`config.mk`:
```
export PLATFORM = sky130hd
export DESIGN_NAME = rx_queue
export DESIGN_NICKNAME = d
export VERILOG_FILES = /design/src/source/rx_queue.sv
export VERILOG_INCLUDE_DIRS = /design/src /design/src/include
export SDC_FILE = /design/constraint.sdc
export NUM_CORES = 1
export LEC_CHECK = 0
export BUFFER_PORTS_ARGS = -buffer_cell sky130_fd_sc_hd__buf_2
export CAP_MARGIN = 10
export CORE_MARGIN = 2
export CORE_UTILIZATION = 53
export CTS_BUF_LIST = sky130_fd_sc_hd__clkbuf_4 sky130_fd_sc_hd__clkbuf_8 sky130_fd_sc_hd__clkbuf_16
export DETAILED_ROUTE_END_ITERATION = 10
export PLACE_DENSITY = 0.82
export SLEW_MARGIN = 30
export SYNTH_ARGS = -nofsm -noshare
export SYNTH_HDL_FRONTEND = slang
export SYNTH_SLANG_ARGS = --single-unit
```
`constraint.sdc`:
```
create_clock -name clk -period 3.1 [get_ports clk]
set_input_delay 0.155 -clock clk [delete_from_list [all_inputs] [get_ports clk]]
set_output_delay 0.155 -clock clk [all_outputs]
set_load 0.1 [all_outputs]
```
`src/include/mem_uart_consts.svh`:
```
`ifndef MEM_UART_CONSTS_SVH
`define MEM_UART_CONSTS_SVH

// Bus widths
`define ADDR_W 18
`define DATA_W 16
`define ACT_W 8

// Decoded UART addresses, everything else goes to SRAM
`define UART_DATA_ADDR 18'h0BF00
`define UART_STAT_ADDR 18'h0BF01

// Receive queue holds 2**RXQ_DEPTH_LOG2 words
`define RXQ_DEPTH_LOG2 4

// One bus step every 2**STEP_DIV_W clocks
`define STEP_DIV_W 2

// Steps allowed on tbre/tsre before the write is sent again
`define TX_RETRY_LIMIT 64

`endif

```
`src/source/rx_queue.sv`:
```
`include "mem_uart_consts.svh"

module rx_queue (
	input  logic               clk,
	input  logic               rst,
	input  logic               push,
	input  logic [`DATA_W-1:0] push_data,
	input  logic               pop,
	output logic [`DATA_W-1:0] head,
	output logic               empty,
	output logic               full
);

	localparam int PTR_W = `RXQ_DEPTH_LOG2;
	localparam int DEPTH = 1 << PTR_W;

	logic [`DATA_W-1:0] mem [DEPTH];

	// Extra top bit tells full from empty
	logic [PTR_W:0] front;
	logic [PTR_W:0] tail;

	logic do_push;
	logic do_pop;

	assign empty = (front == tail);
	assign full  = (front[PTR_W] != tail[PTR_W]) &&
	               (front[PTR_W-1:0] == tail[PTR_W-1:0]);

	// Push on full and pop on empty are ignored
	assign do_push = push && !full;
	assign do_pop  = pop && !empty;

	assign head = mem[front[PTR_W-1:0]];

	always_ff @(posedge clk or negedge rst) begin
		if (!rst) begin
			front <= '0;
			tail  <= '0;
		end
		else begin
			if (do_push) begin
				tail <= tail + 1'b1;
			end
			if (do_pop) begin
				front <= front + 1'b1;
			end
		end
	end

	// Storage
	always_ff @(posedge clk) begin
		if (do_push) begin
			mem[tail[PTR_W-1:0]] <= push_data;
		end
	end

endmodule

```
==> results of run 1 <==
per-layer routing:
layer	up-vias	track usage	wire length, um
met5	-	0	0
met4	0	0.0717	578
met3	51	0.0337	1440
met2	253	0.390	11700
met1	2614	0.273	8060
li1	2112	-	-
logic make-up after synthesis:
kind of cell | after synthesis | share of synthesized area
flops | 266 | 0.771
mux | 67 | 0.144
simple gates | 52 | 0.0236
compound gates | 41 | 0.0273
buf+inv | 29 | 0.0181
xor+xnor | 12 | 0.0102
fa+ha+maj | 5 | 0.00608
layout make-up:
type / count / area (um2) / share of cell area
Sequential cell: 266 / 7940 / 0.676
Tap cell: 260 / 325 / 0.0277
Clock buffer: 26 / 633 / 0.0539
Inverter: 2 / 7.51 / 0.000639
Clock inverter: 19 / 121 / 0.0103
Multi-Input combinational cell: 177 / 2260 / 0.193
Timing Repair Buffer: 68 / 453 / 0.0386
worst max-delay path: stages (launching register included):
cell      delay (ns)
dfrtp_1         0.50
buf_4           0.27
nand2b_1        0.61
o22ai_1         0.20
nor2_1          0.20
buf_2           0.46
state kept, by name (all words and copies together) (netlist names):
register	cells
mem	256
front	5
tail	5
how the worst min path moves through the flow:
stage                     slack [ns]    endpoint    startpoint
after global routing            0.01  mem[12][7]  push_data[7]
after floorplan                -0.14    front[0]           rst
after CTS                      0.003   mem[8][7]  push_data[7]
after detailed placement        0.03    front[3]           rst
after global placement          0.02    front[3]           rst
final                           0.01  mem[14][7]  push_data[7]
layout by cell type, fill, tap and decap left out, types with 4 or more instances in the layout:
cell type / count
clkinv_1: 6
xnor2_1: 11
mux4_2: 64
o22ai_1: 32
buf_2: 36
clkinv_2: 9
nand2b_1: 4
nor3_2: 10
buf_4: 27
dfrtp_1: 8
nor2_1: 18
nand2_1: 7
edfxtp_1: 256
ha_1: 5
clkbuf_16: 25
stage by stage:
step            util  cells  hold slack (ns)  worst slack, ns
6_report       0.622    818           0.0117            0.180
5_1_grt        0.622    818           0.0108           0.0642
4_1_cts        0.622    818          0.00265            0.145
3_5_place_dp   0.580    770           0.0262            0.733
3_3_place_gp   0.579    770           0.0217            0.765
2_1_floorplan      -    472           -0.141           0.0821
repair_timing:
item,4_1_cts,5_1_grt
hold buffers,3,0
hold endpoints to repair,13,0
gates resized for setup,0,0
power by group through the flow:
stage | combinational [mW] | clock, mW | sequential [mW]
after floorplan | 4.04 | 0 | 4.53
after global placement | 4.81 | 0 | 4.62
after detailed placement | 4.92 | 0 | 4.66
after CTS | 4.96 | 2.84 | 4.60
after global routing | 5.15 | 2.98 | 4.62
final | 4.93 | 2.81 | 4.60
==> results.toml, run 1 <==
[sta]
fmax_mhz = 342
rsz0062_at_grt = "no"
worst-slew-pin-transition_ns = 0.831
final_hold_viol_count = 0
skew_ns = 0.0122
finalCritPeriodShare = 0.942
final-setup-viol-count = 0
setup_tns_ns = 0
timing.slew.headroom = 0.446
min_period_ns = 2.92
slew_violations = 0

[power_and_ir_drop]
p_leak_nw = 3.78
p_per_area_nw_per_um2 = 1050
pwr-share-seq = 0.373
power.internal_mw = 7.40
pwr-share-comb = 0.400
clkPwrFrac = 0.228
p_switching_mw = 4.94
finalPower_mw = 12.3
peakVddDrop_uv = 565
p_sw_frac = 0.401

[yosys]
synth_nets = 497
synth_top_area_share = 0.747
yosys-top-cells-area = "edfxtp_1, mux4_2, dfrtp_1"
netlist.top_cell.by_area = "edfxtp_1"
synth.top_cells.by_count = "edfxtp_1, mux4_2, o22ai_1"
netlist_area_um2 = 10300
synthCells = 472
yosys.cell_types.count = 32
synth_ff_type = "edfxtp_1"
synth.most_common_cell = "edfxtp_1"
synth_edf_count = 256
synth_seq_area_share = 0.771
synth_seq_cells = 266
ys_async_sr_fraction = 0.0376
avgSynthCellArea_um2 = 21.8
yosysWarningCount = 0

[clocking]
clock_latency_ns = 0.52
cts_tree = "done"
cts-buffers-inserted = 25
postCtsSetupBuffers = 0
htreeDepth = 1
cts_root_buf = "clkbuf_16"
clock-sinks = 266
cts.clk_slew.worst_paths_ns = 0.07
clockBufferDepth = 3

[critical_path]
r2r_slack_ns = 0.75
cp.arrival_ns = 2.77
rr_endpoint = "mem[0][0]"
cp-end-kind = "primary output"
critPathMaxFanout = 16
crit_start = "front[2]"
crit_type = "reg -> out"
r2r_cells = 7
rr_startpoint = "tail[2]"
cp.required_ns = 2.94
critPathLaunchType = "flop"
worstSetupEndpoint = "head[8]"

[die]
start_util = 0.545
ios = 38
dieArea_um2 = 20600
rows = 50
die_h_um = 143
die_w_um = 143
core_um2 = 18900

[global_routing]
grt-ovfl-total = 0
antenna_found_initial = 0
grt_use_total = 0.218
grt_max_degree = 68
grt_pass1_vias = 5371
grt_pass1_wl_mm = 32.3

[detailed_routing]
firstDrtPassIters = 5
routed_via_density = 6.15
vias = 5030
drt-total-wl_mm = 21.8
avgRoutedWirePerCell_um = 26.6
first_iter_violations = 579
drc = 0
ant_nets = 0

[layout]
nets = 565
antenna_cells = 0
fill_cells = 1249
area_growth_syn_to_layout_pct = 14.1
stdcell_area_um2 = 11700
drive_gt1_frac = 0.348

[placement]
dp_hpwl_mm = 12.9
io_buffers = 37
dpl_cell_area_um2 = 11000
place_congestion = 0.808

[run]
drv_cap = 0

[worst_hold_path]
min_path_cells = 1
hp-class = "in -> reg"

[outcome]
status = "completed"
Power figures use the tool's default switching activity.
==> run 2: changes to the inputs <==
- PLACE_DENSITY: 0.82 -> 0.79
- clock period: 3.1 -> 2.9 ns (I/O delays scaled with it)
==> results.toml, run 2 (same netlist as run 1, synthesis figures left out) <==
[outcome]
status = "completed"

[clocking]
clock_latency_ns = 0.52
htreeDepth = 1
cts_tree = "done"
clock-sinks = 266
postCtsSetupBuffers = 0
cts-buffers-inserted = 25
clockBufferDepth = 3
cts_root_buf = "clkbuf_16"
cts.clk_slew.worst_paths_ns = 0.06

[detailed_routing]
routed_via_density = 6.10
wl_met2_mm = 11.4
drt-total-wl_mm = 22.3
ant_nets = 0
firstDrtPassIters = 6
avgRoutedWirePerCell_um = 26.9
met3WireLength_mm = 1.89
drc = 0
first_iter_violations = 544
drt-met1-wl_mm = 8.19
vias = 5053
top_layer_used = "met5"

[die]
die_w_um = 143
core_um2 = 18900
rows = 50
ios = 38
start_util = 0.545
die_h_um = 143
dieArea_um2 = 20600

[worst_hold_path]
hp-class = "in -> reg"
hold_start = "push_data[11]"

[run]
drv_cap = 0

[global_routing]
grt_use_total = 0.229
grt_pass1_wl_mm = 33.6
grt-ovfl-total = 0
grt_pass1_vias = 5436
antenna_found_initial = 1
grt_max_degree = 35

[critical_path]
rr_startpoint = "tail[4]"
cp.required_ns = 2.76
cp-end-kind = "primary output"
crit_type = "reg -> out"
critPathLaunchType = "flop"
critPathMaxFanout = 18
r2r_slack_ns = 0.52
crit_start = "front[2]"
cp.arrival_ns = 2.66

[layout]
final_common_cell = "edfxtp_1"
area_growth_syn_to_layout_pct = 16.1
antenna_cells = 0
fin_cells = 829
stdcell_area_um2 = 11900
nets = 575
final_cell_mix = "edfxtp_1, mux4_2, o22ai_1"
drive_gt1_frac = 0.357
largest_reg_flops = 256

[placement]
dp_hpwl_mm = 13.2
io_buffers = 37
place_congestion = 0.772
dpl_cell_area_um2 = 11100
place_inst = 774

[power_and_ir_drop]
peakVddDrop_uv = 531
p_per_area_nw_per_um2 = 1130
p_leak_nw = 3.87

[sta]
slew_violations = 0
skew_ns = 0.00927
min_period_ns = 2.81
rsz0062_at_grt = "no"
final-setup-viol-count = 0
final_hold_viol_count = 0
finalCritPeriodShare = 0.968
worst-slew-pin-transition_ns = 0.683
fmax_mhz = 356
timing.slew.headroom = 0.541
setup_tns_ns = 0
-- run 2: cell types whose count changed in the layout (fill, tap and decap cells not counted), sizes merged --
cell and change:
clkinv -4, clkbuf +12, buf -1, clkinvlp -2
dlygate4sd3 +6
-- run 2: timing repair --
item	in CTS	in global routing
gates cloned	0	0
hold buffers	9	0
hold endpoints to repair	95	0
pin swaps	0	0
gates resized for setup	2	5
endpoints found under the setup margin	16	5
-- run 2: cell type report --
cell class	count	area [um2]
clock buffer	33	686
clock inverter	13	90.1
fill	1228	6940
inverter	2	7.51
multi-input combinational	177	2250
sequential	266	7940
tap	260	325
timing repair buffer	78	646
-- run 2: path summary, 6_finish.rpt --
| check | end | cells past startpoint |
|---|---|---|
| max | head[12] | 5 |
| min | mem[1][11] | 1 |
| max reg2reg | mem[12][14] | 5 |
| min reg2reg | front[0] | 1 |
| max in group asynchronous | front[1] | 2 |
| min in group asynchronous | tail[3] | 2 |
-- run 2: critical path: stages, from the launching register on --
cell and delay (ns):
dfrtp_1 0.61, buf_4 0.38, or2_4 0.38, o22ai_1 0.16
nor2_1 0.15, buf_2 0.45
-- run 2: metrics by stage --
step	worst slack [ns]	total power [mW]	util	hold slack, ns
5_1_grt	0.00180	13.9	0.632	0.00578
3_3_place_gp	0.582	10.2	0.586	0.0182
4_1_cts	0.0476	13.5	0.632	0.00252
3_5_place_dp	0.514	10.3	0.586	0.0200
6_report	0.0937	13.5	0.632	0.00513
2_1_floorplan	-0.118	9.16	-	-0.151
-- run 2: where the power goes --
| part | switching, mW | leakage, nW | total, mW | internal [mW] |
|---|---|---|---|---|
| sequential | 0.261 | 2.43 | 4.93 | 4.67 |
| clock | 1.33 | 0.400 | 3.09 | 1.76 |
| combinational | 3.75 | 1.04 | 5.46 | 1.70 |
-- run 2: routing by layer --
| layer | up-vias | track usage |
|---|---|---|
| met5 | - | 0 |
| met1 | 2618 | 0.298 |
| li1 | 2130 | - |
| met2 | 249 | 0.384 |
| met4 | 2 | 0.0924 |
| met3 | 54 | 0.0457 |
==> run 3: changes to the inputs <==
- CORE_UTILIZATION: 53 -> 61
- PLACE_DENSITY: 0.79 -> 0.88
==> results.toml, run 3 (same netlist as run 1, synthesis figures left out) <==
[outcome]
status = "completed"

[clocking]
cts_root_buf = "clkbuf_16"
clock-sinks = 266
htreeDepth = 1
clock_latency_ns = 0.52
clockBufferDepth = 3
postCtsSetupBuffers = 0
cts_tree = "done"
cts-buffers-inserted = 25
cts.clk_slew.worst_paths_ns = 0.07

[power_and_ir_drop]
p_leak_nw = 3.86
peakVddDrop_uv = 978
p_per_area_nw_per_um2 = 1160

[sta]
final-setup-viol-count = 0
worst-slew-pin-transition_ns = 0.832
final_hold_viol_count = 0
setup_ws_ns = 0.0692
min_period_ns = 2.83
timing.slew.headroom = 0.441
rsz0062_at_grt = "no"
hold_ws_ns = 0.0126
fmax_mhz = 353
setup_tns_ns = 0
skew_ns = 0.00826
finalCritPeriodShare = 0.976
slew_violations = 0

[critical_path]
rr_startpoint = "tail[4]"
r2r_cells = 4
critPathLaunchType = "flop"
cp.required_ns = 2.76
cp.arrival_ns = 2.69
crit_type = "reg -> out"
rr_endpoint = "mem[0][9]"
r2r_slack_ns = 0.38
cp-end-kind = "primary output"
critPathMaxFanout = 18

[detailed_routing]
drc = 0
first_iter_violations = 865
vias = 5506
ant_nets = 0
firstDrtPassIters = 5
avgRoutedWirePerCell_um = 33.9
routed_via_density = 6.98
drt-total-wl_mm = 26.7

[layout]
stdcell_area_um2 = 11900
fill_cells = 837
antenna_cells = 0
final_common_cell = "edfxtp_1"
drive_gt1_frac = 0.350
final_cell_mix = "edfxtp_1, mux4_2, buf_2"
largest_reg_flops = 256
multi_input_area_um2 = 2250
area.sequential_um2 = 7950
area_growth_syn_to_layout_pct = 15.6
fin_cells = 789
nets = 575

[die]
rows = 47
die_h_um = 134
dieArea_um2 = 17900
die_w_um = 134
start_util = 0.623
ios = 38
core_um2 = 16500

[placement]
dp_hpwl_mm = 13.4
place_inst = 733
io_buffers = 37
pre_cts_ws_ns = 0.507
place_congestion = 0.812
dpl_cell_area_um2 = 11000

[worst_hold_path]
holdPathEnd = "mem[3][12]"
min_path_cells = 1
hp-class = "in -> reg"
hold_start = "push_data[12]"

[global_routing]
antenna_found_initial = 2
grt_use_total = 0.310
grt-ovfl-total = 0
grt_max_degree = 38
grt_pass1_vias = 5708
grt_pass1_wl_mm = 38.9

[run]
drv_cap = 0
run 3: report_power, final:
| group | total, mW | internal (mW) | switching [mW] | leakage [nW] |
|---|---|---|---|---|
| registers | 5.02 | 4.67 | 0.345 | 2.43 |
| logic | 5.49 | 1.64 | 3.85 | 1.03 |
| clock network | 3.29 | 1.86 | 1.43 | 0.405 |
| total | 13.8 | 8.17 | 5.62 | 3.86 |
run 3: per-layer routing:
layer / global-route usage / wire length, um / vias up
li1: - / - / 2131
met1: 0.398 / 9090 / 2822
met2: 0.517 / 13600 / 459
met3: 0.0639 / 2830 / 92
met4: 0.144 / 1200 / 2
met5: 0 / 12 / -
run 3: worst max-delay path by stage:
stage             start    endpoint  slack, ns
3_3_place_gp    tail[4]  mem[0][10]       0.63
2_1_floorplan   tail[2]   mem[0][0]      -0.12
6_report       front[1]     head[1]       0.07
4_1_cts        front[0]    head[14]       0.02
5_1_grt        front[1]     head[1]     0.0008
3_5_place_dp    tail[4]   mem[0][9]       0.51
run 3: layout make-up:
class	count	area share
Clock buffer	26	0.0532
Clock inverter	20	0.0152
Inverter	2	0.000631
Multi-Input combinational cell	177	0.189
Sequential cell	266	0.668
Tap cell	220	0.0231
Timing Repair Buffer	78	0.0509
run 3: worst max-delay path: stages, from the launching register on:
cell	delay, ns
dfrtp_4	0.56
buf_4	0.36
mux4_2	0.57
o22ai_1	0.25
nor2_1	0.11
buf_2	0.30
run 3: metrics by stage:
stage / power, mW / utilization
6_report: 13.8 / 0.720
2_1_floorplan: 9.16 / -
4_1_cts: 13.8 / 0.720
3_5_place_dp: 10.3 / 0.664
3_3_place_gp: 10.1 / 0.664
5_1_grt: 14.1 / 0.720
run 3: what timing repair did:
| action | CTS | global route |
|---|---|---|
| setup endpoints to repair | 2 | 4 |
| resized for setup | 2 | 2 |
| hold buffers | 10 | 0 |
| hold endpoints to repair | 48 | 0 |
| pin swaps | 0 | 0 |
