===== config.mk =====
export PLATFORM = sky130hd
export DESIGN_NAME = bus_sequencer
export DESIGN_NICKNAME = d
export VERILOG_FILES = /design/src/source/board_io_pkg.sv /design/src/source/cpu_mem_pkg.sv /design/src/source/bus_sequencer.sv
export VERILOG_INCLUDE_DIRS = /design/src /design/src/include
export SDC_FILE = /design/constraint.sdc
export NUM_CORES = 1
export LEC_CHECK = 0
export BUFFER_PORTS_ARGS = -buffer_cell sky130_fd_sc_hd__buf_2
export CAP_MARGIN = 20
export CORE_MARGIN = 2
export CORE_UTILIZATION = 30
export CTS_CLUSTER_DIAMETER = 120
export DETAILED_ROUTE_END_ITERATION = 6
export GPL_TIMING_DRIVEN = 0
export PLACE_DENSITY = 0.64
export REMOVE_ABC_BUFFERS = 1
export SETUP_SLACK_MARGIN = 0.1
export SYNTH_ARGS = -nofsm -noshare
export SYNTH_HDL_FRONTEND = slang
export SYNTH_SLANG_ARGS = --single-unit

===== constraint.sdc =====
create_clock -name clk -period 7.2 [get_ports clk]
set_clock_uncertainty 0.15 [all_clocks]
set_input_delay 1.08 -clock clk [delete_from_list [all_inputs] [get_ports clk]]
set_output_delay 1.08 -clock clk [all_outputs]
set_load 0.05 [all_outputs]

===== src/include/mem_uart_consts.svh =====
`ifndef MEM_UART_CONSTS_SVH
`define MEM_UART_CONSTS_SVH

// Bus widths
`define ADDR_W 18
`define DATA_W 16
`define ACT_W 8

// Decoded UART addresses, everything else goes to SRAM
`define UART_DATA_ADDR 18'h0BF00
`define UART_STAT_ADDR 18'h0BF01

// Receive queue holds 2**RXQ_DEPTH_LOG2 words
`define RXQ_DEPTH_LOG2 4

// One bus step every 2**STEP_DIV_W clocks
`define STEP_DIV_W 2

// Steps allowed on tbre/tsre before the write is sent again
`define TX_RETRY_LIMIT 64

`endif


===== src/source/board_io_pkg.sv =====
package board_io_pkg;

	// SRAM chip strobes, all active low
	typedef struct packed {
		logic en_n;
		logic oe_n;
		logic we_n;
	} sram_ctrl_t;

	// UART chip read and write strobes, active low
	typedef struct packed {
		logic rdn;
		logic wrn;
	} uart_ctrl_t;

	// Status pins from the UART chip
	typedef struct packed {
		logic data_ready;
		logic tbre;
		logic tsre;
	} uart_stat_t;

	// Shared bus sequencer states
	typedef enum logic [4:0] {
		IDLE,
		RX_CHECK,
		RX_STROBE,
		RX_CAPTURE,
		TX_SETUP,
		TX_STROBE_LO,
		TX_STROBE_HI,
		TX_WAIT_TBRE,
		TX_WAIT_TSRE,
		RAM_RD_EN,
		RAM_RD_OE,
		RAM_RD_CAPTURE,
		RAM_WR_EN,
		RAM_WR_STROBE,
		RAM_WR_END,
		QUEUE_POP,
		STAT_READ
	} bus_state_e;

endpackage


===== src/source/cpu_mem_pkg.sv =====
`include "mem_uart_consts.svh"

package cpu_mem_pkg;

	// Request from the processor side
	typedef struct packed {
		logic [`ADDR_W-1:0] addr;
		logic [`DATA_W-1:0] wdata;
		logic               rd;
		logic               wr;
		logic [`ACT_W-1:0]  act;
	} mem_req_t;

	// Completion back to the processor
	typedef struct packed {
		logic [`DATA_W-1:0] rdata;
		logic               done;
		logic               err;
	} mem_resp_t;

	// rd wins over wr
	// a request with neither flag completes with err

endpackage


===== src/source/bus_sequencer.sv =====
`include "mem_uart_consts.svh"

module bus_sequencer
	import cpu_mem_pkg::*;
	import board_io_pkg::*;
(
	input  logic               clk,
	input  logic               rst,

	input  logic               need_to_work,
	input  mem_req_t           req,
	output mem_resp_t          resp,

	input  uart_stat_t         uart_stat,
	input  logic [`DATA_W-1:0] bus_rdata,
	output logic [`ADDR_W-1:0] bus_addr,
	output logic [`DATA_W-1:0] bus_wdata,
	output logic               bus_drive,
	output sram_ctrl_t         sram,
	output uart_ctrl_t         uart,

	input  logic [`DATA_W-1:0] q_head,
	input  logic               q_empty,
	input  logic               q_full,
	output logic               q_push,
	output logic [`DATA_W-1:0] q_push_data,
	output logic               q_pop
);

	localparam int RETRY_W = $clog2(`TX_RETRY_LIMIT + 1);
	localparam logic [RETRY_W-1:0] RETRY_MAX = RETRY_W'(`TX_RETRY_LIMIT);

	logic [`STEP_DIV_W-1:0] step_cnt;
	logic                   step;

	bus_state_e             state;
	bus_state_e             req_state;

	logic [`ACT_W-1:0]      done_tag;
	logic                   done_flag;
	logic                   err_q;
	logic [`DATA_W-1:0]     rdata_q;

	logic                   pending;
	logic                   accept;
	logic                   is_uart_data;
	logic                   is_uart_stat;
	logic                   op_rd;
	logic                   op_err;
	logic                   pop_wait;
	logic [RETRY_W-1:0]     retry_cnt;
	logic [`DATA_W-1:0]     stat_word;

	//////////////////////////////////////////////////////////////////////
	// Step divider
	//////////////////////////////////////////////////////////////////////

	always_ff @(posedge clk or negedge rst) begin
		if (!rst) begin
			step_cnt <= '0;
		end
		else begin
			step_cnt <= step_cnt + 1'b1;
		end
	end

	assign step = (step_cnt == '0);

	//////////////////////////////////////////////////////////////////////
	// Request decode
	//////////////////////////////////////////////////////////////////////

	// New request when the tag moved away from the last completed one
	assign pending = need_to_work && (req.act != done_tag);

	assign is_uart_data = (req.addr == `UART_DATA_ADDR);
	assign is_uart_stat = (req.addr == `UART_STAT_ADDR);

	// Receive has priority over the processor
	assign accept = step && (state == IDLE) && !uart_stat.data_ready && pending;

	// Invalid requests take the one-step status path
	always_comb begin
		if (!req.rd && !req.wr) begin
			req_state = STAT_READ;
		end
		else if (is_uart_stat) begin
			req_state = STAT_READ;
		end
		else if (is_uart_data) begin
			req_state = req.rd ? QUEUE_POP : TX_SETUP;
		end
		else begin
			req_state = req.rd ? RAM_RD_EN : RAM_WR_EN;
		end
	end

	assign stat_word = {{(`DATA_W-3){1'b0}}, q_full,
	                    uart_stat.tbre & uart_stat.tsre, ~q_empty};

	// Latched at accept, held for the whole bus cycle
	always_ff @(posedge clk) begin
		if (accept) begin
			bus_addr  <= req.addr;
			bus_wdata <= req.wdata;
			op_rd     <= req.rd;
			op_err    <= !req.rd && !req.wr;
		end
		if (step && state == RX_CAPTURE) begin
			q_push_data <= bus_rdata;
		end
	end

	//////////////////////////////////////////////////////////////////////
	// Bus state machine
	//////////////////////////////////////////////////////////////////////

	always_ff @(posedge clk or negedge rst) begin
		if (!rst) begin
			state     <= IDLE;
			sram      <= '1;
			uart      <= '1;
			bus_drive <= 1'b0;
			done_flag <= 1'b0;
			done_tag  <= '0;
			err_q     <= 1'b0;
			rdata_q   <= '0;
			q_push    <= 1'b0;
			q_pop     <= 1'b0;
			pop_wait  <= 1'b0;
			retry_cnt <= '0;
		end
		else begin
			// Queue strobes last one clock
			q_push <= 1'b0;
			q_pop  <= 1'b0;
			if (step) begin
				case (state)
					IDLE: begin
						sram      <= '1;
						uart      <= '1;
						bus_drive <= 1'b0;
						if (uart_stat.data_ready) begin
							state <= RX_CHECK;
						end
						else if (pending) begin
							done_flag <= 1'b0;
							state     <= req_state;
						end
					end

					// Receive one byte into the queue
					RX_CHECK: begin
						if (uart_stat.data_ready) begin
							uart.rdn <= 1'b0;
							state    <= RX_STROBE;
						end
						else begin
							state <= IDLE;
						end
					end
					RX_STROBE: begin
						state <= RX_CAPTURE;
					end
					RX_CAPTURE: begin
						q_push   <= 1'b1;
						uart.rdn <= 1'b1;
						state    <= IDLE;
					end

					// Transmit, then wait for the chip to drain
					TX_SETUP: begin
						bus_drive <= 1'b1;
						uart.wrn  <= 1'b1;
						retry_cnt <= '0;
						state     <= TX_STROBE_LO;
					end
					TX_STROBE_LO: begin
						uart.wrn <= 1'b0;
						state    <= TX_STROBE_HI;
					end
					TX_STROBE_HI: begin
						uart.wrn <= 1'b1;
						state    <= TX_WAIT_TBRE;
					end
					TX_WAIT_TBRE: begin
						if (uart_stat.tbre) begin
							state <= TX_WAIT_TSRE;
						end
						else if (retry_cnt == RETRY_MAX) begin
							state <= TX_SETUP;
						end
						else begin
							retry_cnt <= retry_cnt + 1'b1;
						end
					end
					TX_WAIT_TSRE: begin
						if (uart_stat.tsre) begin
							err_q     <= 1'b0;
							done_flag <= 1'b1;
							done_tag  <= req.act;
							state     <= IDLE;
						end
						else if (retry_cnt == RETRY_MAX) begin
							state <= TX_SETUP;
						end
						else begin
							retry_cnt <= retry_cnt + 1'b1;
						end
					end

					// SRAM read
					RAM_RD_EN: begin
						sram.en_n <= 1'b0;
						state     <= RAM_RD_OE;
					end
					RAM_RD_OE: begin
						sram.oe_n <= 1'b0;
						state     <= RAM_RD_CAPTURE;
					end
					RAM_RD_CAPTURE: begin
						rdata_q   <= bus_rdata;
						sram.en_n <= 1'b1;
						sram.oe_n <= 1'b1;
						err_q     <= 1'b0;
						done_flag <= 1'b1;
						done_tag  <= req.act;
						state     <= IDLE;
					end

					// SRAM write, bus stays driven until the next IDLE step
					RAM_WR_EN: begin
						sram.en_n <= 1'b0;
						bus_drive <= 1'b1;
						state     <= RAM_WR_STROBE;
					end
					RAM_WR_STROBE: begin
						sram.we_n <= 1'b0;
						state     <= RAM_WR_END;
					end
					RAM_WR_END: begin
						sram.we_n <= 1'b1;
						sram.en_n <= 1'b1;
						err_q     <= 1'b0;
						done_flag <= 1'b1;
						done_tag  <= req.act;
						state     <= IDLE;
					end

					// Head is taken on the first step, done on the second
					QUEUE_POP: begin
						if (!pop_wait) begin
							rdata_q  <= q_empty ? '0 : q_head;
							q_pop    <= !q_empty;
							pop_wait <= 1'b1;
						end
						else begin
							pop_wait  <= 1'b0;
							err_q     <= 1'b0;
							done_flag <= 1'b1;
							done_tag  <= req.act;
							state     <= IDLE;
						end
					end

					STAT_READ: begin
						if (op_rd) begin
							rdata_q <= stat_word;
						end
						err_q     <= op_err;
						done_flag <= 1'b1;
						done_tag  <= req.act;
						state     <= IDLE;
					end

					default: begin
						state <= IDLE;
					end
				endcase
			end
		end
	end

	// Done drops as soon as a new tag shows up
	always_comb begin
		resp.rdata = rdata_q;
		resp.done  = done_flag && (req.act == done_tag);
		resp.err   = err_q;
	end

endmodule


==> qor.log <==
INFO  clock_tree     cts_max_level=3
INFO  drt            routed_wirelength=10900um
INFO  floorplan      dieArea=0.0159mm^2
INFO  placed_design  port-buffer-count=159
INFO  timing         layout_min_cycle_time=3.21ns
INFO  timing         report.final.setup_viol=0
INFO  drt            drtPass1Iterations=4
INFO  run_status     run_status=finished, final reports clean
INFO  min_path       whs_path_depth=1
INFO  setup_path     critical_path_peak_fanout=2
INFO  floorplan      chipWidth=126um
INFO  clock_tree     cts.sink_count=101
INFO  floorplan      std_cell_rows=44
INFO  drt            avgViaCountPerCell=4.93
INFO  setup_path     cp_common_cell=sky130_fd_sc_hd__buf_2
INFO  floorplan      core_area=0.0146mm^2
INFO  timing         totalNegativeSetupSlack=0ns
INFO  timing         final_hold_viol_count=0
INFO  yosys          seq_total_area_yosys=62.3%
INFO  setup_path     start_kind=primary input
INFO  drt            initialDrtViolationCount=290
INFO  clock_tree     cts_setup_buffers=0
INFO  global_route   gr-total-overflow=0
INFO  setup_path     crit_required=5.97ns
INFO  setup_path     buffers_inverters_on_critical_path=2
INFO  global_route   grt_pass1_vias=3354
INFO  clock_tree     post_cts.resized_instances=0
INFO  placed_design  placement.cell_area=0.00551mm^2
INFO  yosys          avgSynthCellArea=12.9um^2
INFO  setup_path     regToRegStartpoint=state[1]
INFO  setup_path     worst_path_dominant_cell_family=buffers and inverters
INFO  finish         share_of_the_core_filled_with_cells=39.8%
INFO  min_path       hold_class=flop to flop
INFO  timing         fin_ws=3.99ns
INFO  floorplan      die-height=126um
INFO  power          internal-power=1.11mW
INFO  setup_path     worstRegToRegCells=7
INFO  setup_path     startpoint=req[1]
INFO  timing         max_slew_margin=28.1%
INFO  setup_path     timing.critical_path.depth=5
INFO  global_route   grt_first_pass_wirelength=17100um
INFO  placed_design  hpwlAfterDp=8200um
INFO  clock_tree     tritoncts_clock_tree=done
INFO  clock_tree     clock_tree.buffer_depth=2
INFO  setup_path     cp-end-kind=output pin
INFO  global_route   grt_start_max_net_pins=27
INFO  timing         rsz0062_at_grt=no
INFO  clock_tree     clk_pin_slew=0.07ns
INFO  setup_path     crit_path_arrival_time=1.98ns
INFO  clock_tree     ctsHoldBuffers=0
INFO  power          fin_total_pwr=1.80mW
INFO  drt            detail_route.wl_per_cell=15.7um
INFO  finish         stdcell_area=0.00581mm^2
INFO  clock_tree     cts_made_buffers=9
INFO  setup_path     worst_path_largest_cell_delay=0.31ns
INFO  timing         slew_viol_final=0
INFO  setup_path     worst_path_max_delay_cell=sky130_fd_sc_hd__buf_2
INFO  timing         timing_limited_maximum_frequency=311MHz
INFO  global_route   globalRouteTotalUtil=13.6%
INFO  yosys          post_synth_num_cell_types=66
INFO  drt            num_vias=3419
INFO  power          comb_power_share=29.9%
INFO  timing         fin_crit_sh=44.6%
INFO  yosys          yosys_warnings=0
INFO  finish         final_net_count=592
INFO  power          p_clk_share=25.7%
INFO  setup_path     path_cells=buf_2 -> xnor2_1 -> nand4_1 -> nor4_1 -> buf_2
INFO  yosys          synth_top_flop_cell=sky130_fd_sc_hd__edfxtp_1
INFO  timing         worst_pin_slew=1.07ns
INFO  clock_tree     clockRootBuffer=sky130_fd_sc_hd__clkbuf_16
INFO  global_route   number_of_antenna_violations_at_the_first_check_in_global_routing=1
INFO  placed_design  post-place-ws=3.93ns
INFO  yosys          post_synth_edffs=52
INFO  yosys          syn_area=0.00448mm^2
INFO  power          vdd_ir_drop_max=0.000160V
INFO  finish         n_antenna_cell=0
INFO  power          seqPwrFrac=44.4%
INFO  power          power.share.switching=38.2%
INFO  setup_path     r2r_slack=4.10ns
INFO  finish         fillers=1378
INFO  yosys          post_synthesis_cells=348
INFO  min_path       min_from=step_cnt[0]
INFO  floorplan      top_level_ports=160
INFO  setup_path     critical_setup_path_class=primary input to output pin
INFO  setup_path     r2r_end=bus_wdata[12]
INFO  finish         area.growth.synth_to_final=29.5%
INFO  power          p_switching=687uW
INFO  yosys          postSynth.asyncResetShare=48.5%
INFO  drt            post-route-drc-count=0
INFO  run            cap_viol_max_count=0
INFO  yosys          ys_seq_elements=101
INFO  min_path       worstHoldEndpoint=step_cnt[0]
INFO  power          static_power_due_to_leakage=2.52nW
INFO  power          p_per_area=310mW/mm^2
INFO  finish         drive_above_1_share=38.8%
INFO  clock_tree     clock_latency=0.34ns
INFO  placed_design  gp_routability_congestion=0.841
INFO  drt            ant_nets=0
INFO  floorplan      initial_core_utilization=30.7%
==> kinds of logic after synthesis <==
group / synth area share [%]
flip-flops: 62.3
AND/OR/NAND/NOR: 12.2
AO/OA/AOI/OAI: 13.3
buffers and inverters: 3.18
multiplexers: 6.00
XOR/XNOR: 2.15
adder cells (fa/ha/maj): 0.837
==> worst max path at each step <==
| stage | endpoint |
|---|---|
| after global routing | resp[1] |
| final | resp[1] |
| after detailed placement | resp[1] |
| after CTS | resp[1] |
| after floorplan | bus_addr[0] |
| after global placement | done_flag |
==> layout make-up <==
type	count	area, um^2	area share [%]
Timing Repair Buffer	166	891	15.3
Sequential cell	101	2790	48.1
Clock buffer	10	229	3.94
Inverter	14	52.6	0.905
Multi-Input combinational cell	213	1550	26.8
Tap cell	184	230	3.97
Clock inverter	6	55.1	0.948
==> cell usage in the layout (no fill, tap or decap), types with 3 or more instances in the layout <==
cell type                     n
sky130_fd_sc_hd__a31oi_1      4
sky130_fd_sc_hd__o21ai_0      6
sky130_fd_sc_hd__xnor2_1      9
sky130_fd_sc_hd__a21oi_1      8
sky130_fd_sc_hd__nor3b_1      3
sky130_fd_sc_hd__or4_1        3
sky130_fd_sc_hd__o211ai_1     5
sky130_fd_sc_hd__nand4b_1     4
sky130_fd_sc_hd__nor4_1       4
sky130_fd_sc_hd__nor2_1      15
sky130_fd_sc_hd__nand2_1     25
sky130_fd_sc_hd__nand3_1      8
sky130_fd_sc_hd__nor3_1       5
sky130_fd_sc_hd__mux2_1      20
sky130_fd_sc_hd__a21o_1       5
sky130_fd_sc_hd__buf_6        4
sky130_fd_sc_hd__nand4_1      6
sky130_fd_sc_hd__mux2_2       3
sky130_fd_sc_hd__clkbuf_16    9
sky130_fd_sc_hd__a22o_1      16
sky130_fd_sc_hd__o21ai_1      4
sky130_fd_sc_hd__dfstp_2      5
sky130_fd_sc_hd__dfrtp_1     44
sky130_fd_sc_hd__edfxtp_1    52
sky130_fd_sc_hd__ha_1         3
sky130_fd_sc_hd__or3_1        3
sky130_fd_sc_hd__and3_1       3
sky130_fd_sc_hd__clkinv_4     3
sky130_fd_sc_hd__inv_1       14
sky130_fd_sc_hd__nand2b_1     6
sky130_fd_sc_hd__buf_2      159
==> per-stage QoR <==
step	instances	hold WS, ns
after global routing	694	0.264
after floorplan	328	0.236
after CTS	693	0.258
after detailed placement	677	0.249
after global placement	671	0.247
final	694	0.256
==> registers in the layout, indices dropped and copies added (netlist names) <==
name and flops:
sram 3, err_q 1, pop_wait 1, state 5, uart 2, op_rd 1, op_err 1, step_cnt 2
q_pop 1, done_flag 1, q_push_data 16, done_tag 8, bus_drive 1, bus_addr 18, retry_cnt 7, q_push 1
rdata_q 16, bus_wdata 16
==> Yosys cell counts (2+ instances only) <==
library cell / number / area [um^2]
sky130_fd_sc_hd__edfxtp_1: 52 / 1560
sky130_fd_sc_hd__dfrtp_1: 44 / 1100
sky130_fd_sc_hd__nand2_1: 25 / 93.8
sky130_fd_sc_hd__mux2_1: 20 / 225
sky130_fd_sc_hd__a22o_1: 16 / 140
sky130_fd_sc_hd__nor2_1: 16 / 60.1
sky130_fd_sc_hd__inv_1: 14 / 52.6
sky130_fd_sc_hd__clkbuf_1: 13 / 48.8
sky130_fd_sc_hd__xnor2_1: 9 / 78.8
sky130_fd_sc_hd__a21oi_1: 8 / 40.0
sky130_fd_sc_hd__nand3_1: 8 / 40.0
sky130_fd_sc_hd__nand2b_1: 6 / 37.5
sky130_fd_sc_hd__nand4_1: 6 / 37.5
sky130_fd_sc_hd__nor3_1: 6 / 30.0
sky130_fd_sc_hd__o21ai_0: 6 / 30.0
sky130_fd_sc_hd__a21o_1: 5 / 37.5
sky130_fd_sc_hd__dfstp_2: 5 / 131
sky130_fd_sc_hd__o211ai_1: 5 / 37.5
sky130_fd_sc_hd__a31oi_1: 4 / 25.0
sky130_fd_sc_hd__nand4b_1: 4 / 35.0
sky130_fd_sc_hd__nor4_1: 4 / 25.0
sky130_fd_sc_hd__o21ai_1: 4 / 20.0
sky130_fd_sc_hd__and3_1: 3 / 18.8
sky130_fd_sc_hd__buf_2: 3 / 15.0
sky130_fd_sc_hd__ha_1: 3 / 37.5
sky130_fd_sc_hd__mux2_2: 3 / 33.8
sky130_fd_sc_hd__nor3b_1: 3 / 22.5
sky130_fd_sc_hd__or3_1: 3 / 18.8
sky130_fd_sc_hd__or4_1: 3 / 22.5
sky130_fd_sc_hd__a32o_1: 2 / 20.0
sky130_fd_sc_hd__buf_1: 2 / 7.51
sky130_fd_sc_hd__nand3b_1: 2 / 15.0
sky130_fd_sc_hd__nor2b_1: 2 / 12.5
sky130_fd_sc_hd__nor4b_1: 2 / 17.5
sky130_fd_sc_hd__o22ai_1: 2 / 12.5
sky130_fd_sc_hd__o2bb2ai_1: 2 / 17.5
sky130_fd_sc_hd__o31a_1: 2 / 17.5
sky130_fd_sc_hd__o31ai_1: 2 / 15.0
sky130_fd_sc_hd__xor2_1: 2 / 17.5
==> power by group through the flow <==
stage,Clock (mW),Sequential (mW),Combinational (mW)
after floorplan,0,1.01,0.181
after global placement,0,0.807,0.532
after detailed placement,0,0.812,0.540
after CTS,0.480,0.799,0.542
after global routing,0.503,0.816,0.576
final,0.463,0.799,0.538
==> metal layers <==
| metal | routed length (um) | global-route usage, % |
|---|---|---|
| met5 | 0 | 0 |
| met4 | 66 | 3.49 |
| met3 | 761 | 4.25 |
| met2 | 5210 | 22.4 |
| met1 | 4840 | 17.3 |
==> worst register-to-register path, stage by stage (launching register included) <==
cell and delay, ns:
sky130_fd_sc_hd__dfrtp_1 0.66, sky130_fd_sc_hd__or3_1 0.61, sky130_fd_sc_hd__nor3_1 0.32, sky130_fd_sc_hd__nand2_1 0.19, sky130_fd_sc_hd__nor3_2 0.31, sky130_fd_sc_hd__buf_6 0.23, sky130_fd_sc_hd__buf_8 0.17, sky130_fd_sc_hd__buf_6 0.17
Note: power is estimated with default switching activity, not from simulation.
